$ cat src/include/icache_macros.svh
// Geometry of the two-way instruction cache
// Pages are 256 bytes, so the set number lies in the untranslated page index
// One fill beat must carry a whole line; the set count must be 2**SET_BITS
`ifndef ICACHE_MACROS_SVH
`define ICACHE_MACROS_SVH

// -------------------------------------------------------------------------
// Organization
`define ICACHE_N_WAY        2
`define ICACHE_N_SET        16
`define ICACHE_LINE_BITS    128     // Single-beat line
`define ICACHE_OFFSET_BITS  4       // Byte offset within a line

// -------------------------------------------------------------------------
// Address widths
`define ICACHE_IDX_BITS     8       // Page index, never translated
`define ICACHE_VPN_BITS     24
`define ICACHE_PPN_BITS     24

// Derived widths
`define ICACHE_SET_BITS     (`ICACHE_IDX_BITS - `ICACHE_OFFSET_BITS)
`define ICACHE_VADDR_BITS   (`ICACHE_VPN_BITS + `ICACHE_IDX_BITS)
`define ICACHE_PADDR_BITS   (`ICACHE_PPN_BITS + `ICACHE_SET_BITS)

`endif

$ cat src/icache_pkg.sv
// Internal types of the instruction cache
// The tag is the full physical page number, so no index bits are stored
// Way arrays are packed with one entry per way, way 0 in the low bits

`include "icache_macros.svh"

package icache_pkg;

    // Address fields
    typedef logic [`ICACHE_IDX_BITS-1:0]  icache_idx_t;
    typedef logic [`ICACHE_SET_BITS-1:0]  icache_set_t;   // Index bits 7..4
    typedef logic [`ICACHE_VPN_BITS-1:0]  icache_vpn_t;
    typedef logic [`ICACHE_PPN_BITS-1:0]  icache_tag_t;   // Equal to the PPN

    // Payload
    typedef logic [`ICACHE_LINE_BITS-1:0] icache_line_t;

    // Way selection
    typedef logic [$clog2(`ICACHE_N_WAY)-1:0] icache_way_t;
    typedef logic [`ICACHE_N_WAY-1:0]         icache_way_vec_t;   // One bit per way

    // Read ports of all ways side by side
    typedef icache_tag_t  [`ICACHE_N_WAY-1:0] icache_way_tags_t;
    typedef icache_line_t [`ICACHE_N_WAY-1:0] icache_way_lines_t;

endpackage

$ cat src/icache_if_pkg.sv
// Port bundles of the instruction cache towards fetch, MMU and refill
// The MMU always answers; there is no retry or miss indication
// A refill response carries the whole line in a single beat

`include "icache_macros.svh"

package icache_if_pkg;

    import icache_pkg::*;

    typedef logic [`ICACHE_VADDR_BITS-1:0] icache_vaddr_t;
    typedef logic [`ICACHE_PADDR_BITS-1:0] icache_paddr_t;   // Line address

    // -------------------------------------------------------------------------
    // Fetch unit
    typedef struct packed {
        logic          valid;
        logic          kill;     // Cancels the outstanding response
        icache_vpn_t   vpn;
        icache_idx_t   idx;
    } ireq_t;

    typedef struct packed {
        logic          ready;
        logic          valid;    // One-cycle strobe
        logic          xcpt;
        icache_vaddr_t vaddr;
        icache_line_t  data;
    } iresp_t;

    // -------------------------------------------------------------------------
    // MMU
    typedef struct packed {
        logic          valid;
        icache_vpn_t   vpn;
    } treq_t;

    typedef struct packed {
        logic          valid;
        icache_tag_t   ppn;
        logic          xcpt;
    } tresp_t;

    // -------------------------------------------------------------------------
    // Line refill
    typedef struct packed {
        logic          valid;    // Level, held until the fill beat
        icache_paddr_t paddr;
        icache_way_t   way;
    } ifill_req_t;

    typedef struct packed {
        logic          valid;
        icache_line_t  data;
    } ifill_resp_t;

endpackage

$ cat src/icache_checker.sv
// Tag compare across all ways of the addressed set
// Purely combinational; at most one way is expected to hit
// line_o is zero when nothing hits

`timescale 1ns/1ps

`include "icache_macros.svh"

module icache_checker import icache_pkg::*; (
    input  icache_way_tags_t  tags_i,
    input  icache_way_lines_t lines_i,
    input  icache_way_vec_t   valid_i,
    input  icache_tag_t       ptag_i,
    output logic              hit_o,
    output icache_way_vec_t   hit_way_o,
    output icache_line_t      line_o
);

    always_comb begin
        hit_way_o = '0;
        line_o    = '0;
        for (int w = 0; w < `ICACHE_N_WAY; w++) begin
            // Only valid entries may match
            if (valid_i[w] && (tags_i[w] == ptag_i)) begin
                hit_way_o[w] = 1'b1;
                line_o       = lines_i[w];
            end
        end
    end

    assign hit_o = |hit_way_o;

endmodule

$ cat src/icache_ctrl.sv
// Request FSM of the instruction cache
// One request at a time; flush is only taken in IDLE
// A kill hides the response but lets an ongoing refill finish

`timescale 1ns/1ps

module icache_ctrl (
    input  logic clk_i,
    input  logic rst_n_i,
    input  logic accept_i,        // Request taken this cycle
    input  logic kill_i,
    input  logic flush_i,
    input  logic tresp_valid_i,   // MMU answer for the pending lookup
    input  logic xcpt_i,
    input  logic hit_i,
    input  logic fill_valid_i,
    output logic ready_o,
    output logic treq_valid_o,
    output logic resp_valid_o,
    output logic fill_req_o,
    output logic fill_we_o,
    output logic flush_en_o
);

    typedef enum logic [1:0] {
        IDLE,
        LOOKUP,
        FILL,
        REPLAY
    } state_t;

    state_t state_q;
    state_t state_d;
    logic   kill_q;
    logic   killed;
    logic   resp_due;

    // -------------------------------------------------------------------------
    // Next state
    always_comb begin
        state_d = state_q;
        case (state_q)
            IDLE: begin
                if (accept_i) begin
                    state_d = LOOKUP;
                end
            end
            LOOKUP: begin
                if (tresp_valid_i) begin
                    state_d = (xcpt_i || hit_i) ? IDLE : FILL;
                end
            end
            FILL: begin
                if (fill_valid_i) begin
                    state_d = REPLAY;
                end
            end
            default: state_d = IDLE;   // REPLAY lasts one cycle
        endcase
    end

    always_ff @(posedge clk_i or negedge rst_n_i) begin
        if (!rst_n_i) begin
            state_q <= IDLE;
            kill_q  <= 1'b0;
        end else begin
            state_q <= state_d;
            if (accept_i) begin
                kill_q <= 1'b0;                    // Fresh request
            end else if (kill_i && (state_q != IDLE)) begin
                kill_q <= 1'b1;
            end
        end
    end

    // -------------------------------------------------------------------------
    // Outputs
    assign killed   = kill_q | kill_i;
    assign resp_due = ((state_q == LOOKUP) && tresp_valid_i && (xcpt_i || hit_i))
                      || (state_q == REPLAY);

    assign ready_o      = (state_q == IDLE) && !flush_i;
    assign flush_en_o   = (state_q == IDLE) && flush_i;
    assign treq_valid_o = (state_q == LOOKUP);
    assign fill_req_o   = (state_q == FILL);
    assign fill_we_o    = (state_q == FILL) && fill_valid_i;
    assign resp_valid_o = resp_due && !killed;

endmodule

$ cat src/icache_memory.sv
// Tag and data arrays for all ways plus the valid-bit matrix
// A flush clears every valid bit in one cycle and wins over a write
// A write always sets the valid bit of the written way

`timescale 1ns/1ps

`include "icache_macros.svh"

module icache_memory import icache_pkg::*; (
    input  logic              clk_i,
    input  logic              rst_n_i,
    input  icache_set_t       set_i,
    input  icache_way_vec_t   we_way_i,
    input  logic              flush_i,
    input  icache_tag_t       tag_i,
    input  icache_line_t      line_i,
    output icache_way_tags_t  tags_o,
    output icache_way_lines_t lines_o,
    output icache_way_vec_t   valid_o
);

    logic [`ICACHE_N_SET-1:0][`ICACHE_N_WAY-1:0] valid_q;

    // -------------------------------------------------------------------------
    // Arrays, one tag and one line store per way
    for (genvar w = 0; w < `ICACHE_N_WAY; w++) begin : g_way
        icache_way_array #(
            .entry_t (icache_tag_t)
        ) u_tag_array (
            .clk_i   (clk_i),
            .rst_n_i (rst_n_i),
            .we_i    (we_way_i[w]),
            .set_i   (set_i),
            .wdata_i (tag_i),
            .rdata_o (tags_o[w])
        );

        icache_way_array #(
            .entry_t (icache_line_t)
        ) u_line_array (
            .clk_i   (clk_i),
            .rst_n_i (rst_n_i),
            .we_i    (we_way_i[w]),
            .set_i   (set_i),
            .wdata_i (line_i),
            .rdata_o (lines_o[w])
        );
    end

    // -------------------------------------------------------------------------
    // Valid bits
    always_ff @(posedge clk_i or negedge rst_n_i) begin
        if (!rst_n_i) begin
            valid_q <= '0;
        end else if (flush_i) begin
            valid_q <= '0;                               // Whole cache at once
        end else begin
            valid_q[set_i] <= valid_q[set_i] | we_way_i;
        end
    end

    assign valid_o = valid_q[set_i];

endmodule

$ cat src/icache_replace_unit.sv
// Victim choice per set: lowest invalid way first, else round robin
// The pointer of a set advances only on a fill into a full set
// valid_i must show the bits as they were before the fill is written

`timescale 1ns/1ps

`include "icache_macros.svh"

module icache_replace_unit import icache_pkg::*; (
    input  logic            clk_i,
    input  logic            rst_n_i,
    input  icache_set_t     set_i,
    input  icache_way_vec_t valid_i,
    input  logic            fill_i,
    output icache_way_t     victim_o
);

    icache_way_t [`ICACHE_N_SET-1:0] rr_q;   // Round-robin pointer per set
    logic                            set_full;

    assign set_full = &valid_i;

    // Downward scan so the lowest invalid way is the last one assigned
    always_comb begin
        victim_o = rr_q[set_i];
        for (int w = `ICACHE_N_WAY - 1; w >= 0; w--) begin
            if (!valid_i[w]) begin
                victim_o = icache_way_t'(w);
            end
        end
    end

    always_ff @(posedge clk_i or negedge rst_n_i) begin
        if (!rst_n_i) begin
            rr_q <= '0;
        end else if (fill_i && set_full) begin
            rr_q[set_i] <= rr_q[set_i] + 1'b1;     // Wraps with two ways
        end
    end

endmodule

$ cat src/icache_way_array.sv
// Storage of one way for a single payload type, one entry per set
// Read is asynchronous, write takes effect at the next clock edge
// Contents are not cleared by reset; the valid bits live elsewhere

`timescale 1ns/1ps

`include "icache_macros.svh"

module icache_way_array import icache_pkg::*; #(
    parameter type entry_t = icache_tag_t
) (
    input  logic        clk_i,
    input  logic        rst_n_i,
    input  logic        we_i,
    input  icache_set_t set_i,
    input  entry_t      wdata_i,
    output entry_t      rdata_o
);

    entry_t mem_q [`ICACHE_N_SET];

    // No writes while reset is held
    always_ff @(posedge clk_i) begin
        if (rst_n_i && we_i) begin
            mem_q[set_i] <= wdata_i;
        end
    end

    assign rdata_o = mem_q[set_i];   // Addressed entry, no read latency

endmodule

$ cat src/top_icache.sv
// Two-way instruction cache between fetch unit, MMU and line refill
// The MMU must answer every request; there is no retry path
// One fill beat delivers the whole line, and all regions are cacheable
// A response is a single-cycle strobe and cannot be stalled

`timescale 1ns/1ps

`include "icache_macros.svh"

module top_icache import icache_pkg::*, icache_if_pkg::*; (
    input  logic        clk_i,
    input  logic        rst_n_i,
    input  logic        flush_i,
    input  ireq_t       ireq_i,        // From fetch
    output iresp_t      iresp_o,       // To fetch
    input  tresp_t      tresp_i,       // From MMU
    output treq_t       treq_o,        // To MMU
    input  ifill_resp_t ifill_resp_i,  // From next level
    output ifill_req_t  ifill_req_o    // To next level
);

    icache_vpn_t       vpn_q;
    icache_idx_t       idx_q;
    icache_tag_t       ppn_q;
    icache_way_t       victim_q;
    icache_way_t       victim;
    icache_set_t       set;
    icache_tag_t       ptag;
    icache_way_vec_t   we_way;
    icache_way_vec_t   valid;
    icache_way_tags_t  tags;
    icache_way_lines_t lines;
    icache_line_t      hit_line;
    logic accept, tresp_take, hit;
    logic ready, treq_valid, resp_valid, fill_req, fill_we, flush_en;

    assign accept     = ireq_i.valid & ready;
    assign tresp_take = treq_valid & tresp_i.valid;   // MMU fields valid only here

    // -------------------------------------------------------------------------
    // Request and translation registers
    always_ff @(posedge clk_i) begin
        if (accept) begin
            vpn_q <= ireq_i.vpn;
            idx_q <= ireq_i.idx;
        end
        if (tresp_take) begin
            ppn_q    <= tresp_i.ppn;
            victim_q <= victim;       // Stable way for FILL and REPLAY
        end
    end

    assign set    = idx_q[`ICACHE_IDX_BITS-1:`ICACHE_OFFSET_BITS];
    assign ptag   = tresp_take ? tresp_i.ppn : ppn_q;   // Replay compares the stored PPN
    assign we_way = fill_we ? (icache_way_vec_t'(1) << victim_q) : '0;

    icache_ctrl u_ctrl (
        .clk_i         (clk_i),
        .rst_n_i       (rst_n_i),
        .accept_i      (accept),
        .kill_i        (ireq_i.kill),
        .flush_i       (flush_i),
        .tresp_valid_i (tresp_take),
        .xcpt_i        (tresp_i.xcpt),
        .hit_i         (hit),
        .fill_valid_i  (ifill_resp_i.valid),
        .ready_o       (ready),
        .treq_valid_o  (treq_valid),
        .resp_valid_o  (resp_valid),
        .fill_req_o    (fill_req),
        .fill_we_o     (fill_we),
        .flush_en_o    (flush_en)
    );

    icache_memory u_memory (
        .clk_i    (clk_i),
        .rst_n_i  (rst_n_i),
        .set_i    (set),
        .we_way_i (we_way),
        .flush_i  (flush_en),
        .tag_i    (ppn_q),
        .line_i   (ifill_resp_i.data),
        .tags_o   (tags),
        .lines_o  (lines),
        .valid_o  (valid)
    );

    icache_replace_unit u_replace (
        .clk_i    (clk_i),
        .rst_n_i  (rst_n_i),
        .set_i    (set),
        .valid_i  (valid),
        .fill_i   (fill_we),
        .victim_o (victim)
    );

    icache_checker u_checker (
        .tags_i    (tags),
        .lines_i   (lines),
        .valid_i   (valid),
        .ptag_i    (ptag),
        .hit_o     (hit),
        .hit_way_o (),
        .line_o    (hit_line)
    );

    // -------------------------------------------------------------------------
    // Port bundles
    always_comb begin
        treq_o.valid      = treq_valid;
        treq_o.vpn        = vpn_q;
        ifill_req_o.valid = fill_req;
        ifill_req_o.paddr = {ppn_q, set};   // Line address
        ifill_req_o.way   = victim_q;
        iresp_o.ready     = ready;
        iresp_o.valid     = resp_valid;
        iresp_o.xcpt      = tresp_take & tresp_i.xcpt;
        iresp_o.vaddr     = {vpn_q, idx_q};
        iresp_o.data      = hit_line;
    end

endmodule
$ cat config.mk
export PLATFORM = sky130hd
export DESIGN_NAME = top_icache
export DESIGN_NICKNAME = d
export VERILOG_FILES = /design/src/icache_pkg.sv /design/src/icache_if_pkg.sv /design/src/icache_checker.sv /design/src/icache_ctrl.sv /design/src/icache_memory.sv /design/src/icache_replace_unit.sv /design/src/icache_way_array.sv /design/src/top_icache.sv
export VERILOG_INCLUDE_DIRS = /design/src /design/src/include
export SDC_FILE = /design/constraint.sdc
export NUM_CORES = 2
export LEC_CHECK = 0
export BUFFER_PORTS_ARGS = -buffer_cell sky130_fd_sc_hd__buf_2
export CORE_UTILIZATION = 60
export CTS_BUF_LIST = sky130_fd_sc_hd__clkbuf_4 sky130_fd_sc_hd__clkbuf_8 sky130_fd_sc_hd__clkbuf_16
export CTS_CLUSTER_DIAMETER = 200
export CTS_CLUSTER_SIZE = 28
export DETAILED_ROUTE_END_ITERATION = 8
export PLACE_DENSITY_LB_ADDON = 0.1
export SYNTH_ARGS = -nofsm -noshare
export SYNTH_HDL_FRONTEND = slang
export SYNTH_MEMORY_MAX_BITS = 65536
export SYNTH_SLANG_ARGS = --single-unit
$ cat constraint.sdc
create_clock -name clk_i -period 26.8 [get_ports clk_i]
set_clock_uncertainty 0.05 [all_clocks]
set_input_delay 0 -clock clk_i [delete_from_list [all_inputs] [get_ports clk_i]]
set_output_delay 0 -clock clk_i [all_outputs]
set_load 0.05 [all_outputs]
# Word level (Yosys, flattened, before mapping)
# Memory sizes are Yosys's and may differ from the RTL's. A register that Yosys moved wholly into a read port is not among the register bits.
# Index checks and enable logic that the tools add are counted.
# op_classes
reduce_logical	23
n_mux	33
addsub	1
bitwise_logic	5
order_cmp	2
shifts	1
eq_ne	8
# op_table
op	n
128-bit two-way mux	2
24-bit equality test	2
32-bit bitwise mux	1
32-bit two-way mux	1
24-bit two-way mux	1
16-bit bitwise mux	1
4-bit two-way mux	4
2-bit two-way mux	7
1-bit logical AND	13
1-bit two-way mux	11
2-bit binary-select mux with 4-bit select	1
2-bit demux with 4-bit select	1
2-bit inequality test, second input constant	3
2-bit one-hot mux with 3 select lines	1
4-bit by 5-bit < comparator with 1-bit output, second input constant	1
1-bit binary-select mux with 4-bit select	1
1-bit demux with 4-bit select	1
2-bit equality test, second input constant	2
4-bit by 1-bit greater-or-equal comparator with 1-bit output, second input constant	1
2-bit nonzero test	2
1-bit bitwise AND	3
3-bit AND reduction	1
2-bit by 1-bit equality test with 1-bit output, second input constant	1
1-bit logical NOT	2
other kinds (8)	9
# totals
input_bits	192
mem_bits_rw	4864
output_inout_bits	218
mem_count	4
ff_bits	108
elab_cells	115
# memory_table
name	words	word_bits	read_ports	rd_clocked_by_memory_dff	write_ports	line	source
u_memory.g_way[0].u_line_array.mem_q	16	128	1	1	1	icache_way_array.sv:20	entry_t mem_q [`ICACHE_N_SET];
u_memory.g_way[1].u_line_array.mem_q	16	128	1	1	1	icache_way_array.sv:20	
u_memory.g_way[0].u_tag_array.mem_q	16	24	1	1	1	icache_way_array.sv:20	
u_memory.g_way[1].u_tag_array.mem_q	16	24	1	1	1	icache_way_array.sv:20	

# Depth between registers and ports, before layout
# logic_depth
word_depth	11
ltp_mapped	17
ltp_nobuf	9

# Hierarchy
# From an unflattened synthesis, not the netlist that was laid out.
# unflattened
cells_unflattened	8420
hier_area_um2	190246.2
# by_module_without_submodules
mod	cells_each	area_per_inst_um2	n_inst	seq_area_each_um2
icache_way_array (u_memory.g_way[0].u_line_array ...)	3144	76472.1	2	61499.0
icache_way_array (u_memory.g_way[0].u_tag_array ...)	615	14526.4	2	11531.1
icache_checker	509	3345.7	1	0.0
top_icache	122	2118.3	1	1471.4
icache_memory	164	1631.6	1	800.8
icache_replace_unit	87	968.4	1	400.4
icache_ctrl	20	185.2	1	75.1

# Least setup slack after synthesis
# Ideal clock, no wire load.
# synth_path
kind	reg2reg
from	register idx_q[4]
to	memory u_memory.g_way[0].u_line_array.mem_q[13][0] (netlist name), enable pin
path_stages_with_launch	7
arrival_time_ns	8.560
setup_time_ns	0.666
path_buffers	3
period_less_slack_ns	9.276
required_time_ns	26.084
setup_slack_ns	17.524
path_cell_list	edfxtp_1 > clkbuf_1 > clkbuf_1 > clkbuf_1 > nor2b_1 > nand3_1 > nor2_1
# synth_rtl
item	line	source
start, declared	top_icache.sv:23	icache_idx_t idx_q;
start signal, assigned	top_icache.sv:45	idx_q <= ireq_i.idx;
end, declared	icache_way_array.sv:20	
# No word-level cell before the write port.

==> summary.md <==
| Metric | Value |
|---|---|
| Status | finished clean |
| Maximum vdd drop | 0.0708 mV |
| Yosys cell types | 52 |
| Post-Synth Adder-Cell Area | 0% |
| Post-synthesis compound-gate area fraction | 0.896% |
| Largest family of logic cells by synthesized area | multiplexers |
| Least-Margin Pin Slew | 1390 ps |
| GRT Total Usage | 29.9% |
| Share of cells above drive strength 1 | 28.1% |
| Number of synthesized flops with an enable pin | 4897 |
| Most instantiated library cell after synthesis | edfxtp_1 |
| Starting DRT DRC Count | 12800 |
| Ys async rst share | 1.02% |
| Post-DR vias/cell | 6.97 |
| Setup violations, final | 0 |
| Area delta synth->final | 8.23% |
| DR vias | 88700 |
| Post-synth top area cell | edfxtp_1 |
| Number of cell rows | 206 |
| Nets | 8714 |
| Routed len/inst | 37.2 um |
| Htree depth | 4 |
| Crit share post-route | 36.1% |
| Full die area | 318000 um^2 |
| Root buffer cell | clkbuf_16 |
| Initial antenna violation count | 54 |
| Chip width | 564 um |
| Mapped Area | 190000 um^2 |
| Seq. cell area | 149000 um^2 |
| Routability cong. | 0.777 |
| Setup slack, reg-to-reg | 17740 ps |
| Syn_area_per_cell | 24.2 um^2 |
| Dpl hpwl | 238000 um |
| Share of the synthesized area in the top cell type | 77.5% |
| PortBufs | 409 |
| Synthesized flop and latch total | 4976 |
| Die Height | 564 um |
| Fillcell total | 20000 |
| Clock transition at path regs | 100 ps |
| Final hold slack | 57.4 ps |
| Crit start category | register |
| Worst-path maximum fanout | 56 |
| Synth cell count leaders | 4897 x edfxtp_1, 1463 x mux4_2, 308 x nand2_1 |
| I/O pin total | 410 |
| Multi-input logic area | 38700 um^2 |
| Reg2Reg Depth | 16 |
| Global-route wire length before repair | 662000 um |
| Vias in the first global route | 87800 |
| CTS tree | done |
| Setup crit end kind | output pin |
| Initial Util | 60.3% |
| Detailed Route WL | 474000 um |
| WHS Path Cells | 2 |
| Synth area leaders | edfxtp_1 78%, mux4_2 17%, dfrtp_1 0.67% |
| Largest net degree at the start of global routing | 159 |
| Sequential fraction of the synthesis area | 78.5% |
| Multiplexer share of the synthesized area | 18.0% |
| Leakage | 0.0634 uW |
| Core Region | 315000 um^2 |
| CTS Buf Count | 199 |
| Synth Area in Simple Gates | 1.13% |
| Mapped Nets | 8032 |
| Kind of critical path | reg2out |
| YS warnings | 0 |
| RSZ-0062 raised after global routing | no |
| Drt pass-1 iters | 5 |
| DRC | 0 |
| Synth Flop Type | edfxtp_1 |
| FMAX | 103 MHz |
| Clock sinks | 4976 |
| Final count of hold timing violations | 0 |
| Post-synthesis xor/xnor area fraction | 0.222% |
| Skew-Pair Late Insertion Delay | 940 ps |
| Utilization after layout | 65.2% |
| Pwr dens | 72.5 nW/um^2 |
| Worst EP required | 26750 ps |
| Final antenna-violating net count | 0 |
| Global route overflow | 0 |
| Mapped Cells | 7840 |
| Hold crit path type | in2reg |
| Clk buf depth | 4 |
| Relative max-transition margin | 7.40% |
| Final min period | 9670 ps |
| Max-cap viol count | 0 |
| Slew Viols, Final | 0 |
| Post-CTS repair timing setup buffer count | 0 |
| Worst endpoint data arrival time | 9620 ps |
| Final TNS setup | 0 ps |
==> critical path: stages, from the launching register on <==
cell and delay, ps:
dfxtp_4 780, buf_4 650, buf_4 780, buf_4 890, mux4_2 610, a22oi_1 230, nand3_1 170, xnor2_1 160
a211oi_1 280, nand4_1 270, nor4_4 510, buf_4 780, buf_4 900, buf_4 600, o31a_1 220, o211a_1 150
buf_2 250
==> flip-flops by register name, indices dropped and copies added, names as in the netlist, named ones only <==
name / count
u_memory.g_way.u_line_array.mem_q: 4096
u_memory.g_way.u_tag_array.mem_q: 768
u_memory.valid_q: 32
ppn_q: 24
vpn_q: 24
u_replace.rr_q: 16
idx_q: 8
u_ctrl.state_q: 2
u_ctrl.kill_q: 1
victim_q: 1
==> path summary, 6_finish.rpt <==
check,startpoint,end
worst max register to register,register,u_ctrl.state_q[1]
worst max-delay path,register,iresp_o[161]
worst min-delay path,ifill_resp_i[111],u_memory.g_way[1].u_line_array.mem_q[12][111]
max in group asynchronous,rst_n_i,u_replace.rr_q[5]
min in group asynchronous,rst_n_i,u_replace.rr_q[1]
worst min register to register,ppn_q[5],u_memory.g_way[1].u_tag_array.mem_q[2][5]
==> layout by cell type (no fill, tap or decap), drive strengths merged, types with 14 or more instances in the layout <==
master | synthesis | final
nor2 | 73 | 73
dlygate4sd3 | 0 | 305
a221oi | 18 | 18
inv | 26 | 30
nand3 | 47 | 47
dfxtp | 28 | 28
dfrtp | 51 | 51
a22oi | 26 | 26
mux2 | 35 | 35
a22o | 44 | 44
xnor2 | 43 | 43
nand2 | 308 | 308
mux4 | 1463 | 1463
buf | 249 | 623
o21ai | 134 | 134
nor2b | 19 | 19
clkbuf | 198 | 232
edfxtp | 4897 | 4897
diode | 0 | 14
mux2i | 83 | 83
==> layout make-up <==
| cell class | instances | share of cell area [%] |
|---|---|---|
| diodes | 14 | 0.0171 |
| multi-input cells | 2391 | 18.8 |
| clock buffers | 232 | 2.59 |
| repair buffers | 928 | 3.41 |
| clock inverters | 5 | 0.0250 |
| inverters | 26 | 0.0512 |
| well taps | 4160 | 2.54 |
| flip-flops and latches | 4976 | 72.5 |
==> kinds of logic after synthesis <==
kind of cell | after synthesis
flip-flops | 4976
multiplexers | 1581
AND/OR/NAND/NOR | 501
buffers and inverters | 473
AO/OA/AOI/OAI | 261
XOR/XNOR | 48
==> per-layer routing <==
metal  vias up  GRT usage (%)  routed length (um)
met3       601           4.42               42600
met2      4717           48.8              236000
li1      34500              -                   -
met1     48800           43.9              184000
met4        46           6.38               11100
met5         -              0                 294
==> report_power, final <==
group | internal [uW] | leakage [uW] | switching [uW]
registers | 8770 | 0.0450 | 159
clock network | 1420 | 0.00267 | 2230
logic | 1010 | 0.0157 | 1290
total | 11200 | 0.0634 | 3680
==> metrics by stage <==
stage	power (uW)	area, um^2	std cells	setup WS, ps
global route	15300	205000	12700	16730
detailed placement	11400	197000	12200	18030
finish	14900	205000	12700	17130
CTS	14900	205000	12700	16990
global placement	11300	197000	12200	18060
floorplan	10600	190000	7840	17520
==> repair_timing <==
item / 4_1_cts / 5_1_grt
endpoints found under the setup margin: 0 / 0
endpoints found under the hold margin: 4290 / 0
hold buffers: 305 / 0
resized for setup: 0 / 0
Note: power is estimated with default switching activity, not from simulation.
